<file path="config.mk">
export PLATFORM = sky130hd
export DESIGN_NAME = eth_frame_loop_compare_flat
export DESIGN_NICKNAME = d
export VERILOG_FILES = /design/src/logic/eth_frame_loop_pkg.sv /design/src/logic/eth_frame_loop_if.sv /design/src/logic/eth_frame_loop_compare.sv /design/src/flat_wrapper.sv
export SDC_FILE = /design/constraint.sdc
export NUM_CORES = 1
export LEC_CHECK = 0
export BUFFER_PORTS_ARGS = -buffer_cell sky130_fd_sc_hd__buf_4
export CAP_MARGIN = 20
export CORE_AREA = 2 2 67 69
export CTS_CLUSTER_DIAMETER = 50
export DETAILED_ROUTE_END_ITERATION = 8
export DIE_AREA = 0 0 69 71
export GPL_ROUTABILITY_DRIVEN = 0
export PLACE_DENSITY = 0.8
export SLEW_MARGIN = 20
export SYNTH_ARGS = -nofsm -noshare
export SYNTH_HDL_FRONTEND = slang
export SYNTH_SLANG_ARGS = --single-unit
</file>
<file path="constraint.sdc">
create_clock -name clk -period 1.4 [get_ports clk]
set_clock_uncertainty 0.15 [all_clocks]
set_input_delay 0.07 -clock clk [delete_from_list [all_inputs] [get_ports clk]]
set_output_delay 0.07 -clock clk [all_outputs]
set_load 0.01 [all_outputs]
</file>
<file path="src/logic/eth_frame_loop_pkg.sv">
package eth_frame_loop_pkg;

	// One frame byte
	typedef logic [7:0] byte_t;

	// Script entry for one byte position of a script
	typedef logic [31:0] script_word_t;

	localparam int CMP_MASK_LSB = 24;
	localparam int CMP_VALUE_LSB = 16;
	localparam int EDIT_MASK_LSB = 8;
	localparam int EDIT_VALUE_LSB = 0;

	// Dropped frame counter
	typedef logic [31:0] count_t;

	// Result stage FSM
	typedef enum logic [1:0] {
		idle,
		fetch,
		stream
	} tx_state_t;

endpackage

</file>
<file path="src/logic/eth_frame_loop_if.sv">
`timescale 1ns/1ps

interface eth_frame_loop_if #(
	parameter int C_NUM_SCRIPTS = 4,
	parameter int C_MAX_SCRIPT_SIZE = 16
);
	localparam int C_OFF_W = $clog2(C_MAX_SCRIPT_SIZE + 1);
	localparam int C_SCRIPT_W = C_NUM_SCRIPTS > 1 ? $clog2(C_NUM_SCRIPTS) : 1;

	eth_frame_loop_pkg::byte_t tdata;
	logic tuser;
	logic tlast;
	logic tvalid;
	// Saturates at the script size
	logic [C_OFF_W-1:0] offset;
	// Valid on the last beat only
	logic hit;
	logic [C_SCRIPT_W-1:0] hit_script;

	modport src(output tdata, tuser, tlast, tvalid, offset, hit, hit_script);

	modport dst(input tdata, tuser, tlast, tvalid, offset, hit, hit_script);

endinterface

</file>
<file path="src/logic/eth_frame_loop_compare.sv">
`timescale 1ns/1ps

module eth_frame_loop_compare #(
	parameter int C_NUM_SCRIPTS = 4,
	parameter int C_MAX_SCRIPT_SIZE = 16,
	localparam int C_SCRIPT_W = C_NUM_SCRIPTS > 1 ? $clog2(C_NUM_SCRIPTS) : 1
) (
	input logic clk,
	input logic arst_n,

	input logic [C_NUM_SCRIPTS-1:0] script_en,
	input eth_frame_loop_pkg::script_word_t [C_NUM_SCRIPTS-1:0] rd_a_data,

	eth_frame_loop_if.dst s,
	eth_frame_loop_if.src m
);
	logic [C_NUM_SCRIPTS-1:0] match;
	logic [C_NUM_SCRIPTS-1:0] match_next;
	logic in_script;
	logic sel_hit;
	logic [C_SCRIPT_W-1:0] sel_script;

	assign in_script = s.offset < C_MAX_SCRIPT_SIZE;

	// Any masked difference clears the script's flag for this frame
	always_comb begin
		match_next = match;
		if (in_script) begin
			for (int i = 0; i < C_NUM_SCRIPTS; i++) begin
				if (((s.tdata ^ rd_a_data[i][eth_frame_loop_pkg::CMP_VALUE_LSB +: 8])
						& rd_a_data[i][eth_frame_loop_pkg::CMP_MASK_LSB +: 8]) != 8'h00) begin
					match_next[i] = 1'b0;
				end
			end
		end
	end

	// Lowest enabled match wins
	always_comb begin
		sel_hit = 1'b0;
		sel_script = '0;
		for (int i = C_NUM_SCRIPTS - 1; i >= 0; i--) begin
			if (match_next[i] && script_en[i]) begin
				sel_hit = 1'b1;
				sel_script = C_SCRIPT_W'(i);
			end
		end
	end

	always_ff @(posedge clk or negedge arst_n) begin
		if (!arst_n) begin
			match <= {C_NUM_SCRIPTS{1'b1}};
			m.tvalid <= 1'b0;
		end else begin
			m.tvalid <= s.tvalid;
			if (s.tvalid) begin
				// Rearm all scripts for the next frame
				match <= s.tlast ? {C_NUM_SCRIPTS{1'b1}} : match_next;
			end
		end
	end

	always_ff @(posedge clk) begin
		m.tdata <= s.tdata;
		m.tuser <= s.tuser;
		m.tlast <= s.tlast;
		m.offset <= s.offset;
		m.hit <= s.tlast && sel_hit;
		m.hit_script <= sel_script;
	end

endmodule

</file>
<file path="src/flat_wrapper.sv">
// flat-port wrapper written by rule: the top's interface ports become plain ports
module eth_frame_loop_compare_flat 
#(
	parameter int C_NUM_SCRIPTS = 4,
	parameter int C_MAX_SCRIPT_SIZE = 16,
	localparam int C_SCRIPT_W = C_NUM_SCRIPTS > 1 ? $clog2(C_NUM_SCRIPTS) : 1
)
  (clk, arst_n, script_en, rd_a_data, s_tdata, s_tuser, s_tlast, s_tvalid, s_offset, s_hit, s_hit_script, m_tdata, m_tuser, m_tlast, m_tvalid, m_offset, m_hit, m_hit_script);
  eth_frame_loop_if #(.C_NUM_SCRIPTS(C_NUM_SCRIPTS), .C_MAX_SCRIPT_SIZE(C_MAX_SCRIPT_SIZE)) s_i ();
  eth_frame_loop_if #(.C_NUM_SCRIPTS(C_NUM_SCRIPTS), .C_MAX_SCRIPT_SIZE(C_MAX_SCRIPT_SIZE)) m_i ();
  input logic clk;
  input logic arst_n;
  input logic [C_NUM_SCRIPTS-1:0] script_en;
  input eth_frame_loop_pkg::script_word_t [C_NUM_SCRIPTS-1:0] rd_a_data;
  input wire logic [$bits(s_i.tdata)-1:0] s_tdata;
  input wire logic [$bits(s_i.tuser)-1:0] s_tuser;
  input wire logic [$bits(s_i.tlast)-1:0] s_tlast;
  input wire logic [$bits(s_i.tvalid)-1:0] s_tvalid;
  input wire logic [$bits(s_i.offset)-1:0] s_offset;
  input wire logic [$bits(s_i.hit)-1:0] s_hit;
  input wire logic [$bits(s_i.hit_script)-1:0] s_hit_script;
  output wire logic [$bits(m_i.tdata)-1:0] m_tdata;
  output wire logic [$bits(m_i.tuser)-1:0] m_tuser;
  output wire logic [$bits(m_i.tlast)-1:0] m_tlast;
  output wire logic [$bits(m_i.tvalid)-1:0] m_tvalid;
  output wire logic [$bits(m_i.offset)-1:0] m_offset;
  output wire logic [$bits(m_i.hit)-1:0] m_hit;
  output wire logic [$bits(m_i.hit_script)-1:0] m_hit_script;
  assign s_i.tdata = s_tdata;
  assign s_i.tuser = s_tuser;
  assign s_i.tlast = s_tlast;
  assign s_i.tvalid = s_tvalid;
  assign s_i.offset = s_offset;
  assign s_i.hit = s_hit;
  assign s_i.hit_script = s_hit_script;
  assign m_tdata = m_i.tdata;
  assign m_tuser = m_i.tuser;
  assign m_tlast = m_i.tlast;
  assign m_tvalid = m_i.tvalid;
  assign m_offset = m_i.offset;
  assign m_hit = m_i.hit;
  assign m_hit_script = m_i.hit_script;
  eth_frame_loop_compare #(.C_NUM_SCRIPTS(C_NUM_SCRIPTS), .C_MAX_SCRIPT_SIZE(C_MAX_SCRIPT_SIZE)) u_core (.clk(clk), .arst_n(arst_n), .script_en(script_en), .rd_a_data(rd_a_data), .s(s_i), .m(m_i));
endmodule
</file>
==> qor.yml, run 1 <==
clockRootBuffer: "clkbuf_8"
die_w_um: 69
wl_um: 3978
avgSynthCellArea_um2: 11.11
area_growth_pct: 103.3
coreArea_um2: 4204
dp_hpwl_um: 3248
avgViaCountPerCell: 4.556
drc_errors: 0
drtIter0Drc: 25
num_rows: 24
fin_crit_sh_pct: 95.36
peakVddDrop_uv: 335.9
cts.htree.levels: 1
hold_viol: 0
dieArea_um2: 4899
cp_data_arrival_time_ns: 1.35
fmax_mhz: 749.0
layout.cells.non_filler: 277
cts_made_buffers: 3
diodes: 0
ys_ff_latch: 23
cp_max_fo: 6
relSlewSlack_pct: 77.16
slowest_stage: "dlygate4sd3_1"
routedWlPerCell_um: 14.36
worstSetupEndpointType: "flip-flop"
drive_gt1_share_pct: 52.44
synthCells: 97
grt_pass1_vias: 1298
clk_pin_slew_ns: 0.09
yosys_warnings: 0
p_leak_nw: 1.064
finalCriticalPeriod_ns: 1.335
fin_util_pct: 52.08
ios: 172
drv_slew: 0
start_util_pct: 25.62
firstDrtPassIters: 4
slowest_delay_ns: 0.54
grt_max_degree: 14
path_cells: "dlygate4sd3_1 > buf_4 > a41oi_2 > o22ai_1 > o21a_1"
port_buffers: 104
ctsLongestPathBuffers: 2
n_fill_cell: 401
finalPower_mw: 1.714
die_h_um: 71
grt_pass1_wl_um: 6258
cts_sinks: 23
finalSetupTns_ns: 0
cap_viol_max_count: 0
crit_family: "buffers and inverters"
tightest_slew_ns: 0.3427
critPathBufInv: 2
ys_seq_area_share_pct: 45.53
dp.cells: 254
p_per_area_nw_per_um2: 782.7
min_path_type: "in2reg"
nNetsFinal: 379
antenna_found_initial: 0
grt_setup_unrepaired: "no"
groute.usage.overall_pct: 16.22
setup_viol: 0
cts_tree: "yes"
cp-start-kind: "input port"
status: "completed"
clock_latency_ns: 0.27
worstSetupPathType: "in2reg"
ys_types: 18
vias: 1262
synth_nets: 250
cp.required_ns: 1.41
synthesis.area_um2: 1077
gr-total-overflow: 0
final_antenna_net_count: 0
## Yosys cell counts
| cell | n | share of area (%) |
|---|---|---|
| dfrtp_1 | 1 | 2.3 |
| clkbuf_1 | 1 | 0.35 |
| xor2_1 | 32 | 26 |
| o2111ai_1 | 1 | 0.81 |
| a21oi_1 | 1 | 0.46 |
| o21a_1 | 1 | 0.70 |
| dfxtp_1 | 18 | 33 |
| nor2_1 | 1 | 0.35 |
| a41o_1 | 1 | 0.93 |
| a41oi_1 | 1 | 0.81 |
| nor2b_1 | 1 | 0.58 |
| or2_1 | 1 | 0.58 |
| a41oi_2 | 3 | 4.5 |
| o22ai_1 | 2 | 1.2 |
| a22o_1 | 4 | 3.3 |
| nand2_1 | 8 | 2.8 |
| dfstp_2 | 4 | 9.8 |
| a22oi_1 | 16 | 11 |
## registers in the layout, indices dropped and copies added (netlist names)
signal	flops
u_core.m.tlast	1
u_core.match	4
u_core.m.tdata	8
u_core.m.hit_script	2
u_core.m.tuser	1
u_core.m.tvalid	1
u_core.m.offset	5
u_core.m.hit	1
## metrics by stage
stage	setup WS, ns	hold slack [ns]	area (µm²)
finish	0.06495	0.004824	2190
global route	0.01824	0.02661	2190
CTS	0.06788	0.005362	2171
detailed placement	-0.08125	-0.2777	1934
global placement	-0.04376	-0.2789	1934
floorplan	0.2890	-0.3756	1077
## tightest hold or removal path: stages
cell and delay [ns]:
buf_4 0.08, nand2_1 0.06, nor2_1 0.12, a21oi_1 0.06
## kinds of logic (layout without fill, tap and decap cells)
logic type | after synthesis | in the layout | synth area share [%]
xor gates and xnor gates | 32 | 32 | 26.02
and+or+nand+nor | 11 | 11 | 4.298
AOI/OAI and AO/OA | 30 | 30 | 23.81
DFF | 23 | 23 | 45.53
buffers and inverters | 1 | 129 | 0.3481
## placed cells by master (no fill, tap or decap), drive strengths merged
cell | netlist | layout
buf | 0 | 106
dfstp | 4 | 4
o22ai | 2 | 2
o2111ai | 1 | 1
or2 | 1 | 1
a21oi | 1 | 1
nand2 | 8 | 8
dfrtp | 1 | 1
a22o | 4 | 4
clkinv | 0 | 1
o21a | 1 | 1
xor2 | 32 | 32
clkbuf | 1 | 3
a41o | 1 | 1
a22oi | 16 | 16
nor2 | 1 | 1
nor2b | 1 | 1
a41oi | 4 | 4
dlygate4sd3 | 0 | 19
dfxtp | 18 | 18
## final cells by class
class | instances | area, µm² | share of cell area [%]
Clock inverter | 1 | 5.005 | 0.2286
Clock buffer | 3 | 41.29 | 1.886
Sequential cell | 23 | 490.5 | 22.40
Tap cell | 52 | 65.06 | 2.971
Timing Repair Buffer | 125 | 985.9 | 45.03
Multi-Input combinational cell | 73 | 601.8 | 27.49
## worst paths after layout
| check | end | start | cells after the start | slack (ns) |
|---|---|---|---|---|
| worst max-delay path | u_core.m.hit$_DFF_P_ | s_offset[4] | 5 | 0.06 |
| worst min-delay path | u_core.m.hit_script[0]$_SDFF_PP0_ | script_en[0] | 4 | 0.005 |
| worst max register to register | u_core.m.hit_script[1]$_SDFF_PP0_ | u_core.match[2]$_DFFE_PN1P_ | 3 | 0.24 |
| worst min register to register | u_core.match[2]$_DFFE_PN1P_ | u_core.match[2]$_DFFE_PN1P_ | 1 | 0.40 |
| max in group asynchronous | u_core.m.tvalid$_DFF_PN0_ | arst_n | 3 | 0.41 |
| min in group asynchronous | u_core.match[3]$_DFFE_PN1P_ | arst_n | 2 | 0.18 |
## power by group
group,switching [mW],leakage [nW],internal (mW),total (mW)
registers,0.0197,0.205,0.719,0.738
clock network,0.232,0.0255,0.199,0.431
logic,0.213,0.833,0.331,0.544
## layer usage
metal | track usage, % | vias to the layer above | wire length, µm
met4 | 5.447 | 0 | 63
met2 | 28.42 | 73 | 1961
met1 | 18.53 | 570 | 1504
met3 | 5.556 | 6 | 449
met5 | 0 | - | 0
li1 | - | 613 | -
## what timing repair did
item	CTS	global route
hold buffers	19	0
gates resized for setup	0	2
endpoints found under the setup margin	0	2
setup buffers	0	0
endpoints found under the hold margin	27	0
No activity file was read; power rests on OpenSTA's default activity.
==> inputs of run 2 (changes only) <==
--- a/config.mk
+++ b/config.mk
@@ -13,6 +13,7 @@
 export DIE_AREA = 0 0 69 71
 export GPL_ROUTABILITY_DRIVEN = 0
 export PLACE_DENSITY = 0.8
+export SETUP_SLACK_MARGIN = 0.2
 export SLEW_MARGIN = 20
 export SYNTH_ARGS = -nofsm -noshare
 export SYNTH_HDL_FRONTEND = slang
==> qor.yml, run 2 (synthesized netlist as in run 1, its figures left out) <==
drtIter0Drc: 16  # was 25
cts_made_buffers: 3  # unchanged
groute.usage.overall_pct: 16.28  # was 16.22%
timing.rr.end: "u_core.m.hit_script[1]$_SDFF_PP0_"  # unchanged
p_leak_nw: 1.070  # was 1.064 nW
worstSetupEndpointType: "flip-flop"  # unchanged
setup_viol: 0  # unchanged
cp_max_fo: 2  # was 6
fmax_mhz: 868.0  # was 749.0 MHz
grt_pass1_vias: 1292  # was 1,298
hold_viol: 0  # unchanged
num_rows: 24  # unchanged
dp_hpwl_um: 3248  # unchanged
ctsLongestPathBuffers: 2  # unchanged
r2r_start: "u_core.match[2]$_DFFE_PN1P_"  # unchanged
cp.required_ns: 1.45  # was 1.41 ns
drc_errors: 0  # unchanged
p_per_area_nw_per_um2: 773.7  # was 782.7 nW/µm²
relSlewSlack_pct: 83.87  # was 77.16%
grt_setup_unrepaired: "yes"  # was no
layout_commonest_cell: "buf_4"  # unchanged
fin_crit_sh_pct: 82.29  # was 95.36%
dieArea_um2: 4899  # unchanged
final_cell_mix: "106 x buf_4, 31 x xor2_1, 19 x dlygate4sd3_1"  # was 106 x buf_4, 32 x xor2_1, 19 x dlygate4sd3_1
area_growth_pct: 108.6  # was 103.3%
diodes: 0  # unchanged
antenna_found_initial: 0  # unchanged
port_buffers: 104  # unchanged
die_h_um: 71  # unchanged
grt_util_met3_pct: 5.556  # unchanged
reg2reg_slack_ns: 0.25  # was 0.24 ns
min_delay_worst_endpoint: "u_core.m.hit_script[0]$_SDFF_PP0_"  # unchanged
clk_pin_slew_ns: 0.09  # about the same
finalCriticalPeriod_ns: 1.152  # was 1.335 ns
clock_latency_ns: 0.27  # about the same
dp.cells: 254  # unchanged
largest_reg_flops: 8  # unchanged
drv_slew: 0  # unchanged
start_util_pct: 25.62  # unchanged
die_w_um: 69  # unchanged
routedWlPerCell_um: 14.48  # was 14.36 µm
grt_busiest_layer: "met2"  # unchanged
coreArea_um2: 4204  # unchanged
cp_data_arrival_time_ns: 1.20  # was 1.35 ns
drive_gt1_share_pct: 58.22  # was 52.44%
tightest_slew_ns: 0.2419  # was 0.3427 ns
cts_tree: "yes"  # unchanged
grt_max_degree: 14  # unchanged
status: "completed"  # unchanged
wl_um: 4010  # was 3978 µm
cp-start-kind: "flip-flop"  # was input port
vias: 1264  # was 1,262
layout.cells.non_filler: 277  # unchanged
clockRootBuffer: "clkbuf_8"  # unchanged
gr-usage-met1_pct: 18.70  # was 18.53%
final_antenna_net_count: 0  # unchanged
finalPower_mw: 1.739  # was 1.714 mW
largest-register: "u_core.m.tdata"  # unchanged
use_met2_pct: 28.42  # unchanged
cts_sinks: 23  # unchanged
firstDrtPassIters: 4  # unchanged
nNetsFinal: 379  # unchanged
min_path_type: "in2reg"  # unchanged
fin_area_um2: 2247  # was 2190 µm²
ios: 172  # unchanged
top_regs: "u_core.m.tdata: 8 flops, u_core.m.offset: 5 flops, u_core.match: 4 flops"  # unchanged
hold_depth: 4  # unchanged
hp-start: "script_en[0]"  # unchanged
r2r_cells: 3  # unchanged
n_fill_cell: 391  # was 401
cap_viol_max_count: 0  # unchanged
peakVddDrop_uv: 334.0  # was 335.9 µV
avgViaCountPerCell: 4.563  # was 4.556
grt_pass1_wl_um: 6272  # was 6258 µm
gr-total-overflow: 0  # unchanged
worstSetupPathType: "reg2reg"  # was in2reg
place_area_um2: 1934  # unchanged
cts.htree.levels: 1  # unchanged
[run 2: cell count changes in the layout (fill, tap and decap cells not counted)]
cell | before | now
a22oi_2 | 0 | 11
xor2_1 | 32 | 31
o22ai_2 | 0 | 1
a41oi_4 | 1 | 0
a41oi_2 | 3 | 4
o22ai_1 | 2 | 1
xor2_2 | 0 | 1
a22oi_1 | 16 | 5
[run 2: critical path: stages, from the launching register on]
cell and delay [ns]:
dfstp_2 0.53, nand2_1 0.08, o22ai_2 0.17, nor2b_1 0.15
[run 2: timing repair]
action / in CTS / in global routing
gates resized for setup: 1 / 13
buffers inserted: 0 / 0
hold buffers: 19 / 0
endpoints found under the hold margin: 27 / 0
pin swaps: 0 / 2
setup endpoints to repair: 1 / 4
[run 2: routing by layer]
metal | up-vias | share of wire, %
li1 | 611 | -
met3 | 6 | 11
met4 | 0 | 1.5
met2 | 73 | 49
met1 | 574 | 38
met5 | - | 0
[run 2: worst max-delay path by stage]
| stage | startpoint | end | slack (ns) | cells after the start |
|---|---|---|---|---|
| CTS | s_tdata[7] | u_core.m.hit$_DFF_P_ | 0.21 | 6 |
| global route | u_core.match[2]$_DFFE_PN1P_ | u_core.m.hit_script[1]$_SDFF_PP0_ | 0.17 | 3 |
| finish | u_core.match[2]$_DFFE_PN1P_ | u_core.m.hit_script[1]$_SDFF_PP0_ | 0.25 | 3 |
| detailed placement | s_tdata[7] | u_core.m.hit_script[0]$_SDFF_PP0_ | -0.08 | 6 |
| global placement | s_tdata[4] | u_core.m.hit_script[1]$_SDFF_PP0_ | -0.04 | 6 |
| floorplan | s_tdata[7] | u_core.m.hit_script[0]$_SDFF_PP0_ | 0.29 | 5 |
[run 2: stage by stage]
stage | setup slack, ns | hold WS, ns | TNS, ns | utilization (%)
final | 0.2479 | 0.005691 | 0 | 53.45
after detailed placement | -0.08125 | -0.2777 | -0.2011 | 46.01
after CTS | 0.2128 | 0.005362 | 0 | 51.76
after global placement | -0.04376 | -0.2789 | -0.1070 | 46.01
after global routing | 0.1686 | 0.02661 | 0 | 53.45
after floorplan | 0.2890 | -0.3756 | 0 | -
[run 2: power by group]
group	total [mW]	internal, mW	switching, mW
Combinational	0.573	0.346	0.227
Clock	0.427	0.199	0.228
Sequential	0.739	0.719	0.0198
[run 2: cell type report]
cell class	instances	area [µm²]	area share (%)
timing repair buffer	125	985.9	43.88
multi-input combinational	73	659.4	29.34
sequential	23	490.5	21.83
tap	52	65.06	2.895
clock buffer	3	41.29	1.837
clock inverter	1	5.005	0.2227
==> inputs of run 3 (changes only) <==
--- a/config.mk
+++ b/config.mk
@@ -5,14 +5,15 @@
 export SDC_FILE = /design/constraint.sdc
 export NUM_CORES = 1
 export LEC_CHECK = 0
+export ABC_AREA = 1
 export BUFFER_PORTS_ARGS = -buffer_cell sky130_fd_sc_hd__buf_4
 export CAP_MARGIN = 20
-export CORE_AREA = 2 2 67 69
+export CORE_MARGIN = 1
+export CORE_UTILIZATION = 30
 export CTS_CLUSTER_DIAMETER = 50
 export DETAILED_ROUTE_END_ITERATION = 8
-export DIE_AREA = 0 0 69 71
 export GPL_ROUTABILITY_DRIVEN = 0
-export PLACE_DENSITY = 0.8
+export PLACE_DENSITY = 0.83
 export SETUP_SLACK_MARGIN = 0.2
 export SLEW_MARGIN = 20
 export SYNTH_ARGS = -nofsm -noshare
==> constraint.sdc (replaced) <==
create_clock -name clk -period 1.18 [get_ports clk]
set_clock_uncertainty 0.15 [all_clocks]
set_input_delay 0.059 -clock clk [delete_from_list [all_inputs] [get_ports clk]]
set_output_delay 0.059 -clock clk [all_outputs]
set_load 0.01 [all_outputs]
==> qor.yml, run 3 <==
vias: 1729  # was 1,264
cts_made_buffers: 3  # unchanged
post_cts_buffers: 0  # unchanged
drtIter0Drc: 45  # was 16
groute.usage.overall_pct: 17.86  # was 16.28%
drv_slew: 0  # unchanged
async_flop_share_pct: 21.74  # unchanged
clockRootBuffer: "clkbuf_8"  # unchanged
synth_edf_count: 0  # unchanged
die_w_um: 67.67  # was 69 µm
multi_input_area_um2: 655.6  # was 659.4 µm²
grt_max_degree: 14  # unchanged
regArea_um2: 490.5  # unchanged
finalPower_mw: 2.004  # was 1.739 mW
worstSetupEndpointType: "flip-flop"  # unchanged
antenna_found_initial: 0  # unchanged
ys.flop_type: "dfxtp_1"  # unchanged
min_path_type: "in2reg"  # unchanged
firstDrtPassIters: 4  # unchanged
final_antenna_net_count: 0  # unchanged
setup_viol: 0  # unchanged
nNetsFinal: 501  # was 379
yosysMostFrequentCell: "nand2_1"  # was xor2_1
ctsLongestPathBuffers: 2  # unchanged
clock_latency_ns: 0.26  # was 0.27 ns
hp-start: "script_en[1]"  # was script_en[0]
p_per_area_nw_per_um2: 836.3  # was 773.7 nW/µm²
met2WireLength_um: 2013  # was 1978 µm
gr-total-overflow: 0  # unchanged
dieArea_um2: 4579  # was 4899 µm²
whs_ns: 0.02099  # was 0.005691 ns
avgViaCountPerCell: 4.355  # was 4.563
peakVddDrop_uv: 424.8  # was 334.0 µV
layout_commonest_cell: "buf_4"  # unchanged
cp-start-kind: "flip-flop"  # unchanged
grt_pass1_wl_um: 6182  # was 6272 µm
p_leak_nw: 1.421  # was 1.070 nW
post-synth-top-area-cell: "nand2_1"  # was dfxtp_1
place_area_um2: 2145  # was 1934 µm²
start_util_pct: 31.88  # was 25.62%
grt_pass1_vias: 1678  # was 1,292
cts.htree.levels: 1  # unchanged
ys_ff_latch: 23  # unchanged
yosys_warnings: 0  # unchanged
top_regs: "u_core.m.tdata: 8 flops, u_core.m.offset: 5 flops, u_core.match: 4 flops"  # unchanged
clk_pin_slew_ns: 0.08  # was 0.09 ns
synthesis.area_um2: 1294  # was 1077 µm²
cts_sinks: 23  # unchanged
top_layer_used: "met4"  # unchanged
status: "completed"  # unchanged
cts_tree: "yes"  # unchanged
cap_viol_max_count: 0  # unchanged
yosysTopAreaCellShare_pct: 28.14  # was 33.45%
synthTopCellsByArea: "nand2_1 28%, dfxtp_1 28%, inv_1 13%, nand3_1 12%, dfstp_2 8.1%"  # was dfxtp_1 33%, xor2_1 26%, a22oi_1 11%, dfstp_2 9.8%, a41oi_2 4.5%
diodes: 0  # unchanged
drc_errors: 0  # unchanged
synth_common_cells: "97 x nand2_1, 44 x inv_1, 31 x nand3_1"  # was 32 x xor2_1, 18 x dfxtp_1, 16 x a22oi_1
fin_crit_sh_pct: 94.16  # was 82.29%
final_cell_mix: "103 x buf_4, 94 x nand2_1, 43 x inv_1"  # was 106 x buf_4, 31 x xor2_1, 19 x dlygate4sd3_1
port_buffers: 104  # unchanged
n_fill_cell: 381  # was 391
fmax_mhz: 900.1  # was 868.0 MHz
ys_types: 12  # was 18
dp_hpwl_um: 3373  # was 3248 µm
ios: 172  # unchanged
fin_area_um2: 2396  # was 2247 µm²
routedWlPerCell_um: 10.16  # was 14.48 µm
cp.required_ns: 1.23  # was 1.45 ns
tightest_slew_ns: 0.1765  # was 0.2419 ns
wl_um: 4032  # was 4010 µm
cp_data_arrival_time_ns: 1.16  # was 1.20 ns
largest_reg_flops: 8  # unchanged
cp_max_fo: 2  # unchanged
grt_setup_unrepaired: "yes"  # unchanged
cp-startpoint: "u_core.match[3]$_DFFE_PN1P_"  # was u_core.match[2]$_DFFE_PN1P_
die_h_um: 67.67  # was 71 µm
worstSetupPathType: "reg2reg"  # unchanged
synthCells: 220  # was 97
dr_wl_met3_um: 402  # was 440 µm
coreArea_um2: 4058  # was 4204 µm²
hold_viol: 0  # unchanged
avgSynthCellArea_um2: 5.881  # was 11.11 µm²
ys_seq_area_share_pct: 37.91  # was 45.53%
drive_gt1_share_pct: 35.45  # was 58.22%
synth_nets: 373  # was 250
num_rows: 23  # was 24
largest-register: "u_core.m.tdata"  # unchanged
drt-met1-wl_um: 1562  # was 1530 µm
r2r_start: "u_core.match[3]$_DFFE_PN1P_"  # was u_core.match[2]$_DFFE_PN1P_
finalCriticalPeriod_ns: 1.111  # was 1.152 ns
area_growth_pct: 85.20  # was 108.6%
relSlewSlack_pct: 88.11  # was 83.87%
## run 3: kinds of logic (layout without fill, tap and decap cells)
group	count (synthesis)	in the layout	share of synthesized area, %
AOI/OAI and AO/OA	8	8	3.094
buffers and inverters	44	171	12.77
DFF	23	23	37.91
and+or+nand+nor	145	145	46.23
## run 3: layer usage
metal  up-vias  global-route usage [%]
met5         -                       0
li1        911                       -
met2        73                   34.53
met3         6                   4.561
met4         0                   6.649
met1       739                   17.92
## run 3: final timing paths
path | end | depth (start not counted) | slack (ns)
setup / recovery | u_core.m.hit_script[0]$_SDFF_PP0_ | 4 | 0.07
hold / removal | u_core.m.hit_script[0]$_SDFF_PP0_ | 5 | 0.02
setup reg to reg | u_core.m.hit_script[0]$_SDFF_PP0_ | 4 | 0.07
hold reg to reg | u_core.match[0]$_DFFE_PN1P_ | 2 | 0.33
max in group asynchronous | u_core.m.tvalid$_DFF_PN0_ | 3 | 0.25
min in group asynchronous | u_core.match[0]$_DFFE_PN1P_ | 2 | 0.14
## run 3: stage by stage
stage | cells | worst slack (ns) | TNS, ns | utilization [%]
final | 397 | 0.06895 | 0 | 59.05
after global routing | 397 | 0.003409 | 0 | 59.05
after CTS | 397 | 0.07658 | 0 | 58.80
after detailed placement | 375 | -0.1371 | -0.3718 | 52.85
after global placement | 375 | -0.1044 | -0.2489 | 52.85
after floorplan | 220 | 0.1580 | 0 | -
## run 3: area by class of cell
| type | instances | area share, % |
|---|---|---|
| clock buffer | 3 | 1.723 |
| tap | 50 | 2.611 |
| inverter | 44 | 6.893 |
| timing repair buffer | 123 | 40.73 |
| multi-input combinational | 153 | 27.36 |
| sequential | 23 | 20.47 |
| clock inverter | 1 | 0.2089 |
## run 3: critical path: stages (launching register included)
cell and delay [ns]:
dfstp_2 0.54, nand2_2 0.06, a21oi_2 0.10, nand2_1 0.09
a21oi_2 0.12
## run 3: what timing repair did
action	CTS	global route
endpoints found under the setup margin	3	8
pin swaps	2	2
hold buffers	18	0
gates resized for setup	5	4
endpoints found under the hold margin	26	0
## run 3: power by group
group          total [mW]  leakage, nW  switching (mW)  internal [mW]
registers           0.870        0.205          0.0196          0.850
logic               0.645         1.19           0.275          0.370
clock network       0.489       0.0255           0.254          0.235
total                2.00         1.42           0.548           1.46
