### src/logic/eth_frame_loop_pkg.sv
package eth_frame_loop_pkg;

	// One frame byte
	typedef logic [7:0] byte_t;

	// Script entry for one byte position of a script
	typedef logic [31:0] script_word_t;

	localparam int CMP_MASK_LSB = 24;
	localparam int CMP_VALUE_LSB = 16;
	localparam int EDIT_MASK_LSB = 8;
	localparam int EDIT_VALUE_LSB = 0;

	// Dropped frame counter
	typedef logic [31:0] count_t;

	// Result stage FSM
	typedef enum logic [1:0] {
		idle,
		fetch,
		stream
	} tx_state_t;

endpackage

### src/logic/eth_frame_loop_if.sv
`timescale 1ns/1ps

interface eth_frame_loop_if #(
	parameter int C_NUM_SCRIPTS = 4,
	parameter int C_MAX_SCRIPT_SIZE = 16
);
	localparam int C_OFF_W = $clog2(C_MAX_SCRIPT_SIZE + 1);
	localparam int C_SCRIPT_W = C_NUM_SCRIPTS > 1 ? $clog2(C_NUM_SCRIPTS) : 1;

	eth_frame_loop_pkg::byte_t tdata;
	logic tuser;
	logic tlast;
	logic tvalid;
	// Saturates at the script size
	logic [C_OFF_W-1:0] offset;
	// Valid on the last beat only
	logic hit;
	logic [C_SCRIPT_W-1:0] hit_script;

	modport src(output tdata, tuser, tlast, tvalid, offset, hit, hit_script);

	modport dst(input tdata, tuser, tlast, tvalid, offset, hit, hit_script);

endinterface

### src/logic/eth_frame_loop_fifo.sv
`timescale 1ns/1ps

module eth_frame_loop_fifo #(
	parameter int C_NUM_SCRIPTS = 4,
	parameter int C_LOOP_FIFO_SIZE = 64,
	localparam int C_SCRIPT_W = C_NUM_SCRIPTS > 1 ? $clog2(C_NUM_SCRIPTS) : 1,
	localparam int C_PTR_W = $clog2(C_LOOP_FIFO_SIZE),
	localparam int C_LEN_W = C_PTR_W + 1
) (
	input logic clk,
	input logic arst_n,

	eth_frame_loop_if.dst s,

	output logic ctl_valid,
	output logic [C_LEN_W-1:0] ctl_len,
	output logic ctl_hit,
	output logic [C_SCRIPT_W-1:0] ctl_script,
	input logic ctl_pop,

	input logic [C_PTR_W-1:0] rd_addr,
	output eth_frame_loop_pkg::byte_t rd_data,

	output eth_frame_loop_pkg::count_t overflow_count
);
	localparam int C_CTL_DEPTH = 4;

	eth_frame_loop_pkg::byte_t mem [C_LOOP_FIFO_SIZE];

	// Pointers with one wrap bit
	logic [C_PTR_W:0] wr_ptr, commit_ptr, rd_base;
	logic [C_PTR_W:0] used, frame_len;
	logic frame_ovf, full, drop, push;

	logic [C_LEN_W-1:0] q_len [C_CTL_DEPTH];
	logic q_hit [C_CTL_DEPTH];
	logic [C_SCRIPT_W-1:0] q_script [C_CTL_DEPTH];
	logic [1:0] q_wr, q_rd;
	logic [2:0] q_cnt;

	assign used = wr_ptr - rd_base;
	assign full = used[C_PTR_W];
	assign frame_len = wr_ptr + 1'b1 - commit_ptr;
	// Bad frame, no room for a byte, or no control slot left
	assign drop = s.tuser || frame_ovf || full || q_cnt == 3'(C_CTL_DEPTH);
	assign push = s.tvalid && s.tlast && !drop;

	assign ctl_valid = q_cnt != 3'd0;
	assign ctl_len = q_len[q_rd];
	assign ctl_hit = q_hit[q_rd];
	assign ctl_script = q_script[q_rd];

	always_ff @(posedge clk) begin
		if (s.tvalid && !full && !frame_ovf) begin
			mem[wr_ptr[C_PTR_W-1:0]] <= s.tdata;
		end
		rd_data <= mem[rd_addr];
		if (push) begin
			q_len[q_wr] <= frame_len;
			q_hit[q_wr] <= s.hit;
			q_script[q_wr] <= s.hit_script;
		end
	end

	always_ff @(posedge clk or negedge arst_n) begin
		if (!arst_n) begin
			wr_ptr <= '0;
			commit_ptr <= '0;
			rd_base <= '0;
			frame_ovf <= 1'b0;
			q_wr <= '0;
			q_rd <= '0;
			q_cnt <= '0;
			overflow_count <= '0;
		end else begin
			if (s.tvalid) begin
				if (s.tlast) begin
					frame_ovf <= 1'b0;
					if (drop) begin
						// Rewind to the last committed frame
						wr_ptr <= commit_ptr;
						overflow_count <= overflow_count + 1'b1;
					end else begin
						wr_ptr <= wr_ptr + 1'b1;
						commit_ptr <= wr_ptr + 1'b1;
					end
				end else if (full || frame_ovf) begin
					frame_ovf <= 1'b1;
				end else begin
					wr_ptr <= wr_ptr + 1'b1;
				end
			end
			if (push) begin
				q_wr <= q_wr + 1'b1;
			end
			// Space returns once the reader has issued its last fetch
			if (ctl_pop) begin
				q_rd <= q_rd + 1'b1;
				rd_base <= rd_base + ctl_len;
			end
			q_cnt <= q_cnt + 3'(push) - 3'(ctl_pop);
		end
	end

endmodule

### src/flat_wrapper.sv
// flat-port wrapper written by rule: the top's interface ports become plain ports
module eth_frame_loop_fifo_flat 
#(
	parameter int C_NUM_SCRIPTS = 4,
	parameter int C_LOOP_FIFO_SIZE = 64,
	localparam int C_SCRIPT_W = C_NUM_SCRIPTS > 1 ? $clog2(C_NUM_SCRIPTS) : 1,
	localparam int C_PTR_W = $clog2(C_LOOP_FIFO_SIZE),
	localparam int C_LEN_W = C_PTR_W + 1
)
  (clk, arst_n, ctl_valid, ctl_len, ctl_hit, ctl_script, ctl_pop, rd_addr, rd_data, overflow_count, s_tdata, s_tuser, s_tlast, s_tvalid, s_offset, s_hit, s_hit_script);
  eth_frame_loop_if #(.C_NUM_SCRIPTS(C_NUM_SCRIPTS)) s_i ();
  input logic clk;
  input logic arst_n;
  output logic ctl_valid;
  output logic [C_LEN_W-1:0] ctl_len;
  output logic ctl_hit;
  output logic [C_SCRIPT_W-1:0] ctl_script;
  input logic ctl_pop;
  input logic [C_PTR_W-1:0] rd_addr;
  output eth_frame_loop_pkg::byte_t rd_data;
  output eth_frame_loop_pkg::count_t overflow_count;
  input wire logic [$bits(s_i.tdata)-1:0] s_tdata;
  input wire logic [$bits(s_i.tuser)-1:0] s_tuser;
  input wire logic [$bits(s_i.tlast)-1:0] s_tlast;
  input wire logic [$bits(s_i.tvalid)-1:0] s_tvalid;
  input wire logic [$bits(s_i.offset)-1:0] s_offset;
  input wire logic [$bits(s_i.hit)-1:0] s_hit;
  input wire logic [$bits(s_i.hit_script)-1:0] s_hit_script;
  assign s_i.tdata = s_tdata;
  assign s_i.tuser = s_tuser;
  assign s_i.tlast = s_tlast;
  assign s_i.tvalid = s_tvalid;
  assign s_i.offset = s_offset;
  assign s_i.hit = s_hit;
  assign s_i.hit_script = s_hit_script;
  eth_frame_loop_fifo #(.C_NUM_SCRIPTS(C_NUM_SCRIPTS), .C_LOOP_FIFO_SIZE(C_LOOP_FIFO_SIZE)) u_core (.clk(clk), .arst_n(arst_n), .s(s_i), .ctl_valid(ctl_valid), .ctl_len(ctl_len), .ctl_hit(ctl_hit), .ctl_script(ctl_script), .ctl_pop(ctl_pop), .rd_addr(rd_addr), .rd_data(rd_data), .overflow_count(overflow_count));
endmodule
### config.mk
export PLATFORM = sky130hd
export DESIGN_NAME = eth_frame_loop_fifo_flat
export DESIGN_NICKNAME = d
export VERILOG_FILES = /design/src/logic/eth_frame_loop_pkg.sv /design/src/logic/eth_frame_loop_if.sv /design/src/logic/eth_frame_loop_fifo.sv /design/src/flat_wrapper.sv
export SDC_FILE = /design/constraint.sdc
export NUM_CORES = 1
export LEC_CHECK = 0
export ABC_CLOCK_PERIOD_IN_PS = 4300
export BUFFER_PORTS_ARGS = -buffer_cell sky130_fd_sc_hd__buf_4
export CAP_MARGIN = 15
export CORE_MARGIN = 1.5
export CORE_UTILIZATION = 30
export DETAILED_ROUTE_END_ITERATION = 6
export PLACE_DENSITY_LB_ADDON = 0.12
export SYNTH_ARGS = -nofsm -noshare
export SYNTH_HDL_FRONTEND = slang
export SYNTH_SLANG_ARGS = --single-unit
### constraint.sdc
create_clock -name clk -period 4.3 [get_ports clk]
set_input_delay 0.86 -clock clk [delete_from_list [all_inputs] [get_ports clk]]
set_output_delay 0.86 -clock clk [all_outputs]
set_load 0.03 [all_outputs]
==> results.sh, run 1 <==
export IMPL_cts_tree="built"
export IMPL_intPower_w=0.01164
export IMPL_synth_seq_cells=621
export IMPL_nFillCells=7651
export IMPL_fin_crit_ns=3.415
export IMPL_routedWlPerCell_um=23.92
export IMPL_clock_skew_ns=0.02329
export IMPL_worstPathArrival_ns=3.89
export IMPL_vias=12175
export IMPL_yosys_cell_types_count=52
export IMPL_r2r_end="u_core.q_cnt[2]$_DFF_PN0_"
export IMPL_ant_nets=0
export IMPL_fmax_ghz=0.2928
export IMPL_synth_seq_area_share_pct=73.45
export IMPL_initial_core_util_pct=30.28
export IMPL_ys_flop_type="edfxtp_1"
export IMPL_overflow=0
export IMPL_post_cts_buffers=0
export IMPL_totalWireLength_um=60750
export IMPL_reg2reg_setup_slack_ns=0.88
export IMPL_cts_root_buffer="clkbuf_16"
export IMPL_ctsResizeCount=0
export IMPL_drtIter0Drc=796
export IMPL_crit_type="reg -> reg"
export IMPL_syn_area_per_cell_um2=20.13
export IMPL_cts_sinks=621
export IMPL_ios=79
export IMPL_setup_tns_ns=0
export IMPL_switching_share_pct=28.19
export IMPL_grt_use_met3_pct=2.436
export IMPL_post_route_period_util_pct=79.42
export IMPL_syn_to_final_growth_pct=18.73
export IMPL_reg2reg_depth=14
export IMPL_numCtsBuffers=71
export IMPL_drive_above_1_share_pct=30.43
export IMPL_hold_viol=0
export IMPL_finalNetCount=1467
export IMPL_powerDensity_nw_per_um2=549.2
export IMPL_cap_violations=0
export IMPL_dp_cells=2408
export IMPL_coreArea_um2=82110
export IMPL_rsz0062_at_grt="no"
export IMPL_layout_common_cells="edfxtp_1, mux4_2, buf_4"
export IMPL_required_ns=4.78
export IMPL_holdBufCountCts=0
export IMPL_p_seq_share_pct=44.7
export IMPL_syn_inst=1235
export IMPL_pwr_share_clk_pct=36.8
export IMPL_cts_buffer_depth=3
export IMPL_syn_nets=1291
export IMPL_grt_pass1_vias=12805
export IMPL_grt_util_met2_pct=22.81
export IMPL_layout_commonest_cell="edfxtp_1"
export IMPL_yosys_area_top_type_share_pct=66.67
export IMPL_die_x_um=290.9
export IMPL_multiInputGateArea_um2=6225
export IMPL_clk_pin_slew_worst_paths_ns=0.06
export IMPL_antenna_cells=0
export IMPL_post_dp_hpwl_um=36880
export IMPL_grt_busiest_layer="met2"
export IMPL_yosys_warnings=0
export IMPL_firstDrtPassIters=5
export IMPL_p_comb_share_pct=18.5
export IMPL_htree_levels=3
export IMPL_regArea_um2=18260
export IMPL_syn_cell_area_um2=24860
export IMPL_track_usage_pct=14.51
export IMPL_finalMaxSlewViolations=0
export IMPL_p_leak_nw=9.964
export IMPL_setup_viol_count_final=0
export IMPL_grt_met1_usage_pct=20.83
export IMPL_clock_latency_ns=0.61
export IMPL_rows=105
export IMPL_hold_class="in -> async"
export IMPL_antenna_found_initial=0
export IMPL_grt_pass1_wl_um=89710
export IMPL_status="complete, no violations"
export IMPL_start_kind="flop"
export IMPL_worstMarginPinSlew_ns=0.9487
export IMPL_route_detailed_drc=0
export IMPL_grt_max_degree=65
export IMPL_r2r_start="u_core.wr_ptr[5]$_DFFE_PN0P_"
export IMPL_synth_edf_count=552
export IMPL_via_per_inst=4.795
export IMPL_peakVddDrop_mv=0.3484
export IMPL_ys_async_sr_fraction_pct=9.823
export IMPL_routabilityCongestion=0.7058
export IMPL_die_area_um2=84610
export IMPL_fin_cells=2539
export IMPL_maxSlewHeadroom_pct=36.58
export IMPL_worst_setup_path_end_kind="flop"
export IMPL_io_buffers=73
export IMPL_yosysTopAreaCell="edfxtp_1"
export IMPL_path_max_fanout=13
export IMPL_die_y_um=290.9
export IMPL_power_switching_w=0.004570
export IMPL_synth_area_leaders="edfxtp_1, mux4_2, dfrtp_1"
## how the worst max path moves through the flow
| stage | startpoint | endpoint |
|---|---|---|
| final | u_core.wr_ptr[5]$_DFFE_PN0P_ | u_core.q_cnt[2]$_DFF_PN0_ |
| after CTS | u_core.wr_ptr[5]$_DFFE_PN0P_ | u_core.q_cnt[2]$_DFF_PN0_ |
| after global routing | u_core.wr_ptr[5]$_DFFE_PN0P_ | u_core.q_cnt[2]$_DFF_PN0_ |
| after floorplan | u_core.q_rd[0]$_DFFE_PN0P_ | u_core.rd_base[6]$_DFFE_PN0P_ |
| after detailed placement | rd_addr[0] | u_core.rd_data[0]$_DFF_P_ |
| after global placement | rd_addr[0] | u_core.rd_data[0]$_DFF_P_ |
## flip-flops by register name, indices dropped and copies added (netlist names), 4 cells and up
register,cells
u_core.q_len,28
u_core.q_hit,4
u_core.overflow_count,32
u_core.rd_base,7
u_core.mem,512
u_core.rd_data,8
u_core.commit_ptr,7
u_core.q_script,8
u_core.wr_ptr,7
## worst max-delay path: stages, from the launching register on
cell      delay, ns
dfrtp_1        0.64
ha_1           0.35
a21oi_1        0.18
o221ai_2       0.18
xnor2_1        0.42
buf_4          0.27
nor3_2         0.06
inv_1          0.08
ha_1           0.23
inv_1          0.06
ha_1           0.13
inv_1          0.05
fa_1           0.38
xnor2_1        0.15
xnor2_1        0.13
## power by group through the flow
stage	registers, W	logic (W)	clock network [W]
detailed placement	0.00738	0.00304	0
finish	0.00725	0.00300	0.00597
global route	0.00729	0.00332	0.00637
floorplan	0.00734	0.00192	0
CTS	0.00725	0.00306	0.00614
global placement	0.00737	0.00301	0
## synthesized netlist by cell type (14+ instances only)
library cell  number
xnor2_1           34
inv_1             25
nand2_1           31
xor2_1            21
nor2b_1           14
dfrtp_1           61
mux4_2           170
clkbuf_1          19
a21oi_1           20
o21ai_0           15
ha_1              25
nand3_1           14
edfxtp_1         552
nor2_1            80
## metal layers
layer | part of all wire [%] | up-vias
met5 | 0 | -
li1 | - | 5344
met1 | 47 | 6509
met2 | 47 | 246
met3 | 4.0 | 76
met4 | 1.9 | 0
## cell type report
class                   instances  area share, %
repair buffers                159          4.361
clock buffers                  92          6.633
well taps                    1070          4.535
clock inverters                39          1.204
flip-flops and latches        621          61.86
multi-input cells             533          21.09
inverters                      25         0.3179
## stage by stage
| step | worst slack (ns) | power (W) | hold slack [ns] | area, um^2 | utilization (%) |
|---|---|---|---|---|---|
| after floorplan | 1.151 | 0.009261 | 0.4953 | 24860 | - |
| after global placement | 0.8284 | 0.01038 | 0.4757 | 27210 | 33.14 |
| after detailed placement | 0.8330 | 0.01042 | 0.4816 | 27210 | 33.14 |
| after CTS | 0.8512 | 0.01645 | 0.3647 | 29520 | 35.95 |
| after global routing | 0.6139 | 0.01699 | 0.3979 | 29520 | 35.95 |
| final | 0.8849 | 0.01621 | 0.3631 | 29520 | 35.95 |
## logic make-up after synthesis
group	synth area share (%)
DFF	73.45
and+or+nand+nor	3.754
muxes	16.01
buffers and inverters	1.535
AOI/OAI and AO/OA	1.812
xor gates and xnor gates	1.937
adders and majority gates	1.500
No activity file was read; power rests on OpenSTA's default activity.
==> run 2, diff against run 1 <==
--- a/config.mk
+++ b/config.mk
@@ -5,7 +5,8 @@
 export SDC_FILE = /design/constraint.sdc
 export NUM_CORES = 1
 export LEC_CHECK = 0
-export ABC_CLOCK_PERIOD_IN_PS = 4300
+export ABC_AREA = 1
+export ABC_CLOCK_PERIOD_IN_PS = 2900
 export BUFFER_PORTS_ARGS = -buffer_cell sky130_fd_sc_hd__buf_4
 export CAP_MARGIN = 15
 export CORE_MARGIN = 1.5
==> constraint.sdc (replaced) <==
create_clock -name clk -period 2.9 [get_ports clk]
set_input_delay 0.58 -clock clk [delete_from_list [all_inputs] [get_ports clk]]
set_output_delay 0.58 -clock clk [all_outputs]
set_load 0.03 [all_outputs]
==> run 2 against run 1 <==
Hold slack got worse by 0.29 ns. Flip-flop and latch count did not move. Clock-buffer cell count grew 3. Sequential power up 49%. Global-route usage is 1.9 points higher. Final area grew 5.6%. Routed wire length is 20% higher.
==> results.sh, run 2 <==
export IMPL_path_depth=6
export IMPL_clock_latency_ns=0.61
export IMPL_synth_edf_count=552
export IMPL_die_y_um=298.2
export IMPL_yosys_cell_types_count=32
export IMPL_firstDrtPassIters=5
export IMPL_layout_commonest_cell="edfxtp_1"
export IMPL_hold_viol=0
export IMPL_worst_path_buf_inv=4
export IMPL_r2r_start="u_core.rd_base[5]$_DFFE_PN0P_"
export IMPL_setup_tns_ns=0
export IMPL_worstMarginPinSlew_ns=0.8499
export IMPL_via_per_inst=4.774
export IMPL_fmax_ghz=0.3630
export IMPL_path_cells="inv_1, buf_4, o21ai_0, o22ai_1, buf_4, buf_4"
export IMPL_layout_common_cells="edfxtp_1, nand2_1, nor2_1"
export IMPL_status="complete, no violations"
export IMPL_grt_max_degree=65
export IMPL_rsz0062_at_grt="no"
export IMPL_drt_met1_wl_um=33760
export IMPL_largest_reg_flops=512
export IMPL_cts_buffer_depth=3
export IMPL_die_area_um2=88910
export IMPL_yosysTopAreaCell="edfxtp_1"
export IMPL_cp_top_family="buffers and inverters"
export IMPL_hold_class="in -> async"
export IMPL_path_max_fanout=8
export IMPL_yosys_area_top_type_share_pct=63.42
export IMPL_syn_inst=2300
export IMPL_drive_above_1_share_pct=13.33
export IMPL_wl_met3_um=2433
export IMPL_clk_pin_slew_worst_paths_ns=0.06
export IMPL_overflow=0
export IMPL_required_ns=2.32
export IMPL_ys_async_sr_fraction_pct=9.823
export IMPL_yosys_warnings=0
export IMPL_finalNetCount=2520
export IMPL_numCtsBuffers=73
export IMPL_rows=108
export IMPL_initial_core_util_pct=30.22
export IMPL_p_leak_nw=11.32
export IMPL_grt_pass1_vias=18164
export IMPL_track_usage_pct=16.45
export IMPL_synth_most_common_cell="edfxtp_1"
export IMPL_worstPathArrival_ns=2.17
export IMPL_cp_startpoint="u_core.q_rd[0]$_DFFE_PN0P_"
export IMPL_syn_area_per_cell_um2=11.36
export IMPL_cts_tree="built"
export IMPL_htree_levels=3
export IMPL_grt_pass1_wl_um=111600
export IMPL_ant_nets=0
export IMPL_peakVddDrop_mv=0.8186
export IMPL_top_layer_used="met4"
export IMPL_syn_nets=2356
export IMPL_post_route_period_util_pct=94.98
export IMPL_setup_viol_count_final=0
export IMPL_syn_to_final_growth_pct=19.28
export IMPL_routabilityCongestion=0.8151
export IMPL_critPathMaxStageDelay_ns=0.44
export IMPL_syn_cell_area_um2=26140
export IMPL_crit_top_cell="buf_4"
export IMPL_crit_type="reg -> out"
export IMPL_antenna_cells=0
export IMPL_clock_skew_ns=0.02564
export IMPL_finalMaxSlewViolations=0
export IMPL_coreArea_um2=86480
export IMPL_routedWlPerCell_um=19.90
export IMPL_synth_area_leaders="edfxtp_1, nand2_1, dfrtp_1"
export IMPL_worst_setup_path_end_kind="output port"
export IMPL_start_kind="flop"
export IMPL_worst_slack_ns=0.1455
export IMPL_vias=17551
export IMPL_fin_crit_ns=2.754
export IMPL_synth_seq_area_share_pct=69.87
export IMPL_route_detailed_drc=0
export IMPL_ios=79
export IMPL_die_x_um=298.2
export IMPL_cts_root_buffer="clkbuf_16"
export IMPL_antenna_found_initial=0
export IMPL_dp_worst_setup_slack_ns=0.1321
export IMPL_yosys_top_cells_count="edfxtp_1, nand2_1, nor2_1"
export IMPL_wl_met2_um=35480
export IMPL_cts_sinks=621
export IMPL_io_buffers=73
export IMPL_powerDensity_nw_per_um2=822.2
export IMPL_synth_seq_cells=621
export IMPL_reg2reg_depth=16
export IMPL_cap_violations=0
export IMPL_maxSlewHeadroom_pct=43.34
export IMPL_post_dp_hpwl_um=45020
export IMPL_slowest_stage="dfrtp_1"
export IMPL_totalWireLength_um=73150
export IMPL_ys_flop_type="edfxtp_1"
export IMPL_drtIter0Drc=1054
==> run 2: changes by cell type after synthesis, sizes merged, moves of 24 or more <==
| cell | delta |
|---|---|
| o22ai | +140 |
| nand3 | +72 |
| nand2 | +392 |
| xnor2 | -24 |
| o21ai | +278 |
| inv | +67 |
| mux4 | -170 |
| nor2 | +309 |
| clkbuf | +51 |
==> run 2: layout make-up <==
cell class	instances	area [um^2]
Multi-Input combinational cell	1464	6995
Timing Repair Buffer	212	1795
Fill cell	8619	55310
Clock buffer	95	2004
Clock inverter	37	322.8
Sequential cell	621	18260
Inverter	92	351.6
Tap cell	1155	1445
==> run 2: layer usage <==
metal,track usage [%],up-vias
met3,2.458,104
li1,-,8440
met1,22.05,8708
met5,0,-
met2,27.86,299
met4,4.109,0
==> run 2: where the power goes <==
part | internal [W] | switching (W)
registers | 0.0105 | 0.000339
logic | 0.00198 | 0.00389
clock network | 0.00532 | 0.00363
total | 0.0178 | 0.00785
==> run 2: worst paths after layout <==
check                                                        end  slack (ns)
max in group asynchronous          u_core.rd_base[2]$_DFFE_PN0P_        2.25
min in group clk                 u_core.q_script[0][1]$_DFFE_PP_        0.17
min                        u_core.overflow_count[30]$_DFFE_PN0P_        0.07
min reg2reg                     u_core.commit_ptr[5]$_DFFE_PN0P_        0.51
max                                                   ctl_len[4]        0.15
max reg2reg                            u_core.q_cnt[2]$_DFF_PN0_        0.21
==> run 2: stage by stage <==
step	total power (W)	hold slack, ns	cells	util, %	cell area (um^2)
final	0.02564	0.07194	3676	36.05	31180
after global routing	0.02695	0.1258	3676	36.05	31180
after CTS	0.02580	0.1111	3673	35.99	31120
after detailed placement	0.01675	0.4837	3541	33.30	28800
after global placement	0.01667	0.4896	3541	33.30	28800
after floorplan	0.01432	0.2844	2300	-	26140
==> run 2: timing repair <==
action / 4_1_cts / 5_1_grt
gates resized for setup: 0 / 3
setup endpoints to repair: 0 / 7
hold buffers: 0 / 0
buffers inserted: 0 / 3
==> run 2: cells by family (layout without fill, tap and decap cells) <==
group	after synthesis	in the layout	share of synthesized area, %
AND/OR/NAND/NOR	937	937	14.32
adder cells (fa/ha/maj)	28	28	1.427
flip-flops	621	621	69.87
buffers and inverters	215	436	3.456
AO/OA/AOI/OAI	453	453	9.383
XOR/XNOR	46	46	1.541
==> run 3, diff against run 2 <==
--- a/config.mk
+++ b/config.mk
@@ -9,9 +9,13 @@
 export ABC_CLOCK_PERIOD_IN_PS = 2900
 export BUFFER_PORTS_ARGS = -buffer_cell sky130_fd_sc_hd__buf_4
 export CAP_MARGIN = 15
+export CELL_PAD_IN_SITES_DETAIL_PLACEMENT = 1
+export CELL_PAD_IN_SITES_GLOBAL_PLACEMENT = 1
+export CORE_ASPECT_RATIO = 0.75
 export CORE_MARGIN = 1.5
 export CORE_UTILIZATION = 30
 export DETAILED_ROUTE_END_ITERATION = 6
+export GPL_TIMING_DRIVEN = 0
 export PLACE_DENSITY_LB_ADDON = 0.12
 export SYNTH_ARGS = -nofsm -noshare
 export SYNTH_HDL_FRONTEND = slang
==> run 3 against run 2 <==
Final area grew 0.75%. Routed wire length is 27% higher. Via count increased by 6.0%. Register-to-register slack lost 0.18 ns. Combinational power increased by 9.2%. Critical endpoint is now u_core.mem[63][2]$_DFFE_PP_. Largest cell class unchanged. Largest power group unchanged. Highest routed layer unchanged.
==> results.sh, run 3 (synthesis gave the netlist of run 2 again) <==
export IMPL_status="complete, no violations"
export IMPL_cap_violations=0
export IMPL_die_x_um=343.8
export IMPL_ios=79
export IMPL_grt_max_degree=65
export IMPL_cp_top_family="simple AND/OR/NAND/NOR gates"
export IMPL_required_ns=3.17
export IMPL_cts_root_buffer="clkbuf_16"
export IMPL_finalMaxSlewViolations=0
export IMPL_layout_commonest_cell="edfxtp_1"
export IMPL_layout_common_cells="edfxtp_1, nand2_1, nor2_1"
export IMPL_initial_core_util_pct=30.35
export IMPL_rsz0062_at_grt="yes"
export IMPL_cts_sinks=621
export IMPL_cts_buffer_depth=3
export IMPL_reg2reg_setup_slack_ns=0.03
export IMPL_path_cells="inv_2, ha_4, nand2_2, nand2_2, a21oi_4, nand3_2, nand2_4, nand3_4, inv_2, nand2_1, nor2_4"
export IMPL_totalWireLength_um=93040
export IMPL_io_buffers=69
export IMPL_htree_levels=3
export IMPL_critPathMaxStageDelay_ns=0.50
export IMPL_worst_setup_path_end_kind="flop"
export IMPL_path_max_fanout=9
export IMPL_worstPathArrival_ns=3.15
export IMPL_grt_pass1_wl_um=133900
export IMPL_coreArea_um2=86110
export IMPL_maxSlewHeadroom_pct=14.86
export IMPL_track_usage_pct=20.99
export IMPL_clock_latency_ns=0.64
export IMPL_reg2reg_depth=11
export IMPL_antenna_found_initial=2
export IMPL_intPower_w=0.01736
export IMPL_fin_crit_ns=2.873
export IMPL_hold_class="in -> async"
export IMPL_largest_reg_flops=512
export IMPL_numCtsBuffers=67
export IMPL_dp_cells=3509
export IMPL_overflow=0
export IMPL_r2r_end="u_core.mem[63][2]$_DFFE_PP_"
export IMPL_via_per_inst=5.076
export IMPL_fmax_ghz=0.3480
export IMPL_p_leak_nw=10.98
export IMPL_clk_pin_slew_worst_paths_ns=0.06
export IMPL_r2r_start="u_core.rd_base[3]$_DFFE_PN0P_"
export IMPL_p_seq_share_pct=42.2
export IMPL_routedWlPerCell_um=25.38
export IMPL_route_detailed_drc=0
export IMPL_clock_skew_ns=0.01897
export IMPL_hold_viol=0
export IMPL_cts_tree="built"
export IMPL_worst_path_buf_inv=2
export IMPL_rows=93
export IMPL_ant_nets=0
export IMPL_drive_above_1_share_pct=14.69
export IMPL_syn_to_final_growth_pct=20.18
export IMPL_p_comb_share_pct=24.9
export IMPL_crit_type="reg -> reg"
export IMPL_switching_share_pct=32.51
export IMPL_powerDensity_nw_per_um2=819.1
export IMPL_routabilityCongestion=0.8331
export IMPL_pwr_share_clk_pct=32.9
export IMPL_post_route_period_util_pct=99.08
export IMPL_fin_cells=3666
export IMPL_post_dp_hpwl_um=62800
export IMPL_finalNetCount=2535
export IMPL_die_area_um2=88920
export IMPL_grt_pass1_vias=18918
export IMPL_die_y_um=258.6
export IMPL_power_switching_w=0.008365
export IMPL_worstMarginPinSlew_ns=1.274
export IMPL_start_kind="flop"
export IMPL_drtIter0Drc=1833
export IMPL_vias=18607
export IMPL_peakVddDrop_mv=0.3810
export IMPL_firstDrtPassIters=7
export IMPL_slowest_stage="nand2_1"
export IMPL_setup_viol_count_final=0
export IMPL_whs_ns=0.03794
==> run 3: cell count changes in the layout (fill, tap and decap cells not counted), moves of 7 or more <==
cell       change
buf_1         +10
buf_2         +30
buf_4         -94
clkbuf_1      +62
clkbuf_16      -8
dfrtp_1        -7
dfrtp_2        +7
inv_1          -9
inv_2          +9
nor2_1        -68
nor2_4        +64
==> run 3: final cells by class <==
type,count,area [um^2]
Inverter,92,354.1
Multi-Input combinational cell,1464,7611
Clock buffer,87,1824
Sequential cell,621,18270
Antenna cell,1,2.502
Tap cell,1140,1426
Clock inverter,28,260.3
Fill cell,9372,54700
Timing Repair Buffer,111,1075
Buffer,122,588.1
==> run 3: what timing repair did <==
action,CTS,global route
gates resized for setup,109,90
endpoints found under the setup margin,570,363
pin swaps,12,22
setup buffers,21,21
hold buffers,0,0
==> run 3: power by group through the flow <==
stage	sequential, W	clock (W)	combinational [W]
6_report	0.0109	0.00847	0.00640
5_1_grt	0.0109	0.00895	0.00709
4_1_cts	0.0109	0.00868	0.00600
3_5_place_dp	0.0111	0	0.00549
3_3_place_gp	0.0111	0	0.00536
2_1_floorplan	0.0111	0	0.00319
==> run 3: metal layers <==
metal | up-vias | GRT usage [%] | part of all wire (%)
met5 | - | 0 | 0
met4 | 0 | 5.702 | 2.3
met3 | 132 | 3.888 | 5.8
met2 | 470 | 30.24 | 42
met1 | 9523 | 32.05 | 50
li1 | 8482 | - | -
==> run 3: worst register-to-register path, cell delays in order, from the launching register on <==
cell and delay (ns):
dfrtp_1 0.40, inv_2 0.11, ha_4 0.21, nand2_2 0.06, nand2_2 0.06, a21oi_4 0.15, nand3_2 0.11, nand2_4 0.11
nand3_4 0.11, inv_2 0.22, nand2_1 0.50, nor2_4 0.48
==> run 3: through the flow <==
step	util, %	total power (W)	worst slack (ns)	cell area, um^2	TNS [ns]
detailed placement	32.62	0.01657	-0.8528	28090	-206.96
CTS	35.75	0.02554	-0.2812	30790	-37.54
floorplan	-	0.01432	0.04438	26140	0
finish	36.48	0.02573	0.02665	31410	0
global placement	32.62	0.01642	-0.7918	28090	-181.76
global route	36.48	0.02696	-0.1229	31410	-15.27
==> run 3: worst max-delay path by stage <==
stage | to | cells past startpoint | slack [ns] | start
2_1_floorplan | u_core.rd_base[6]$_DFFE_PN0P_ | 17 | 0.04 | u_core.q_rd[0]$_DFFE_PN0P_
3_3_place_gp | u_core.mem[19][0]$_DFFE_PP_ | 10 | -0.79 | u_core.wr_ptr[3]$_DFFE_PN0P_
3_5_place_dp | u_core.mem[19][4]$_DFFE_PP_ | 10 | -0.85 | u_core.wr_ptr[3]$_DFFE_PN0P_
4_1_cts | u_core.mem[22][2]$_DFFE_PP_ | 11 | -0.28 | u_core.rd_base[3]$_DFFE_PN0P_
5_1_grt | u_core.mem[13][5]$_DFFE_PP_ | 11 | -0.12 | u_core.rd_base[3]$_DFFE_PN0P_
6_report | u_core.mem[63][2]$_DFFE_PP_ | 11 | 0.03 | u_core.rd_base[3]$_DFFE_PN0P_
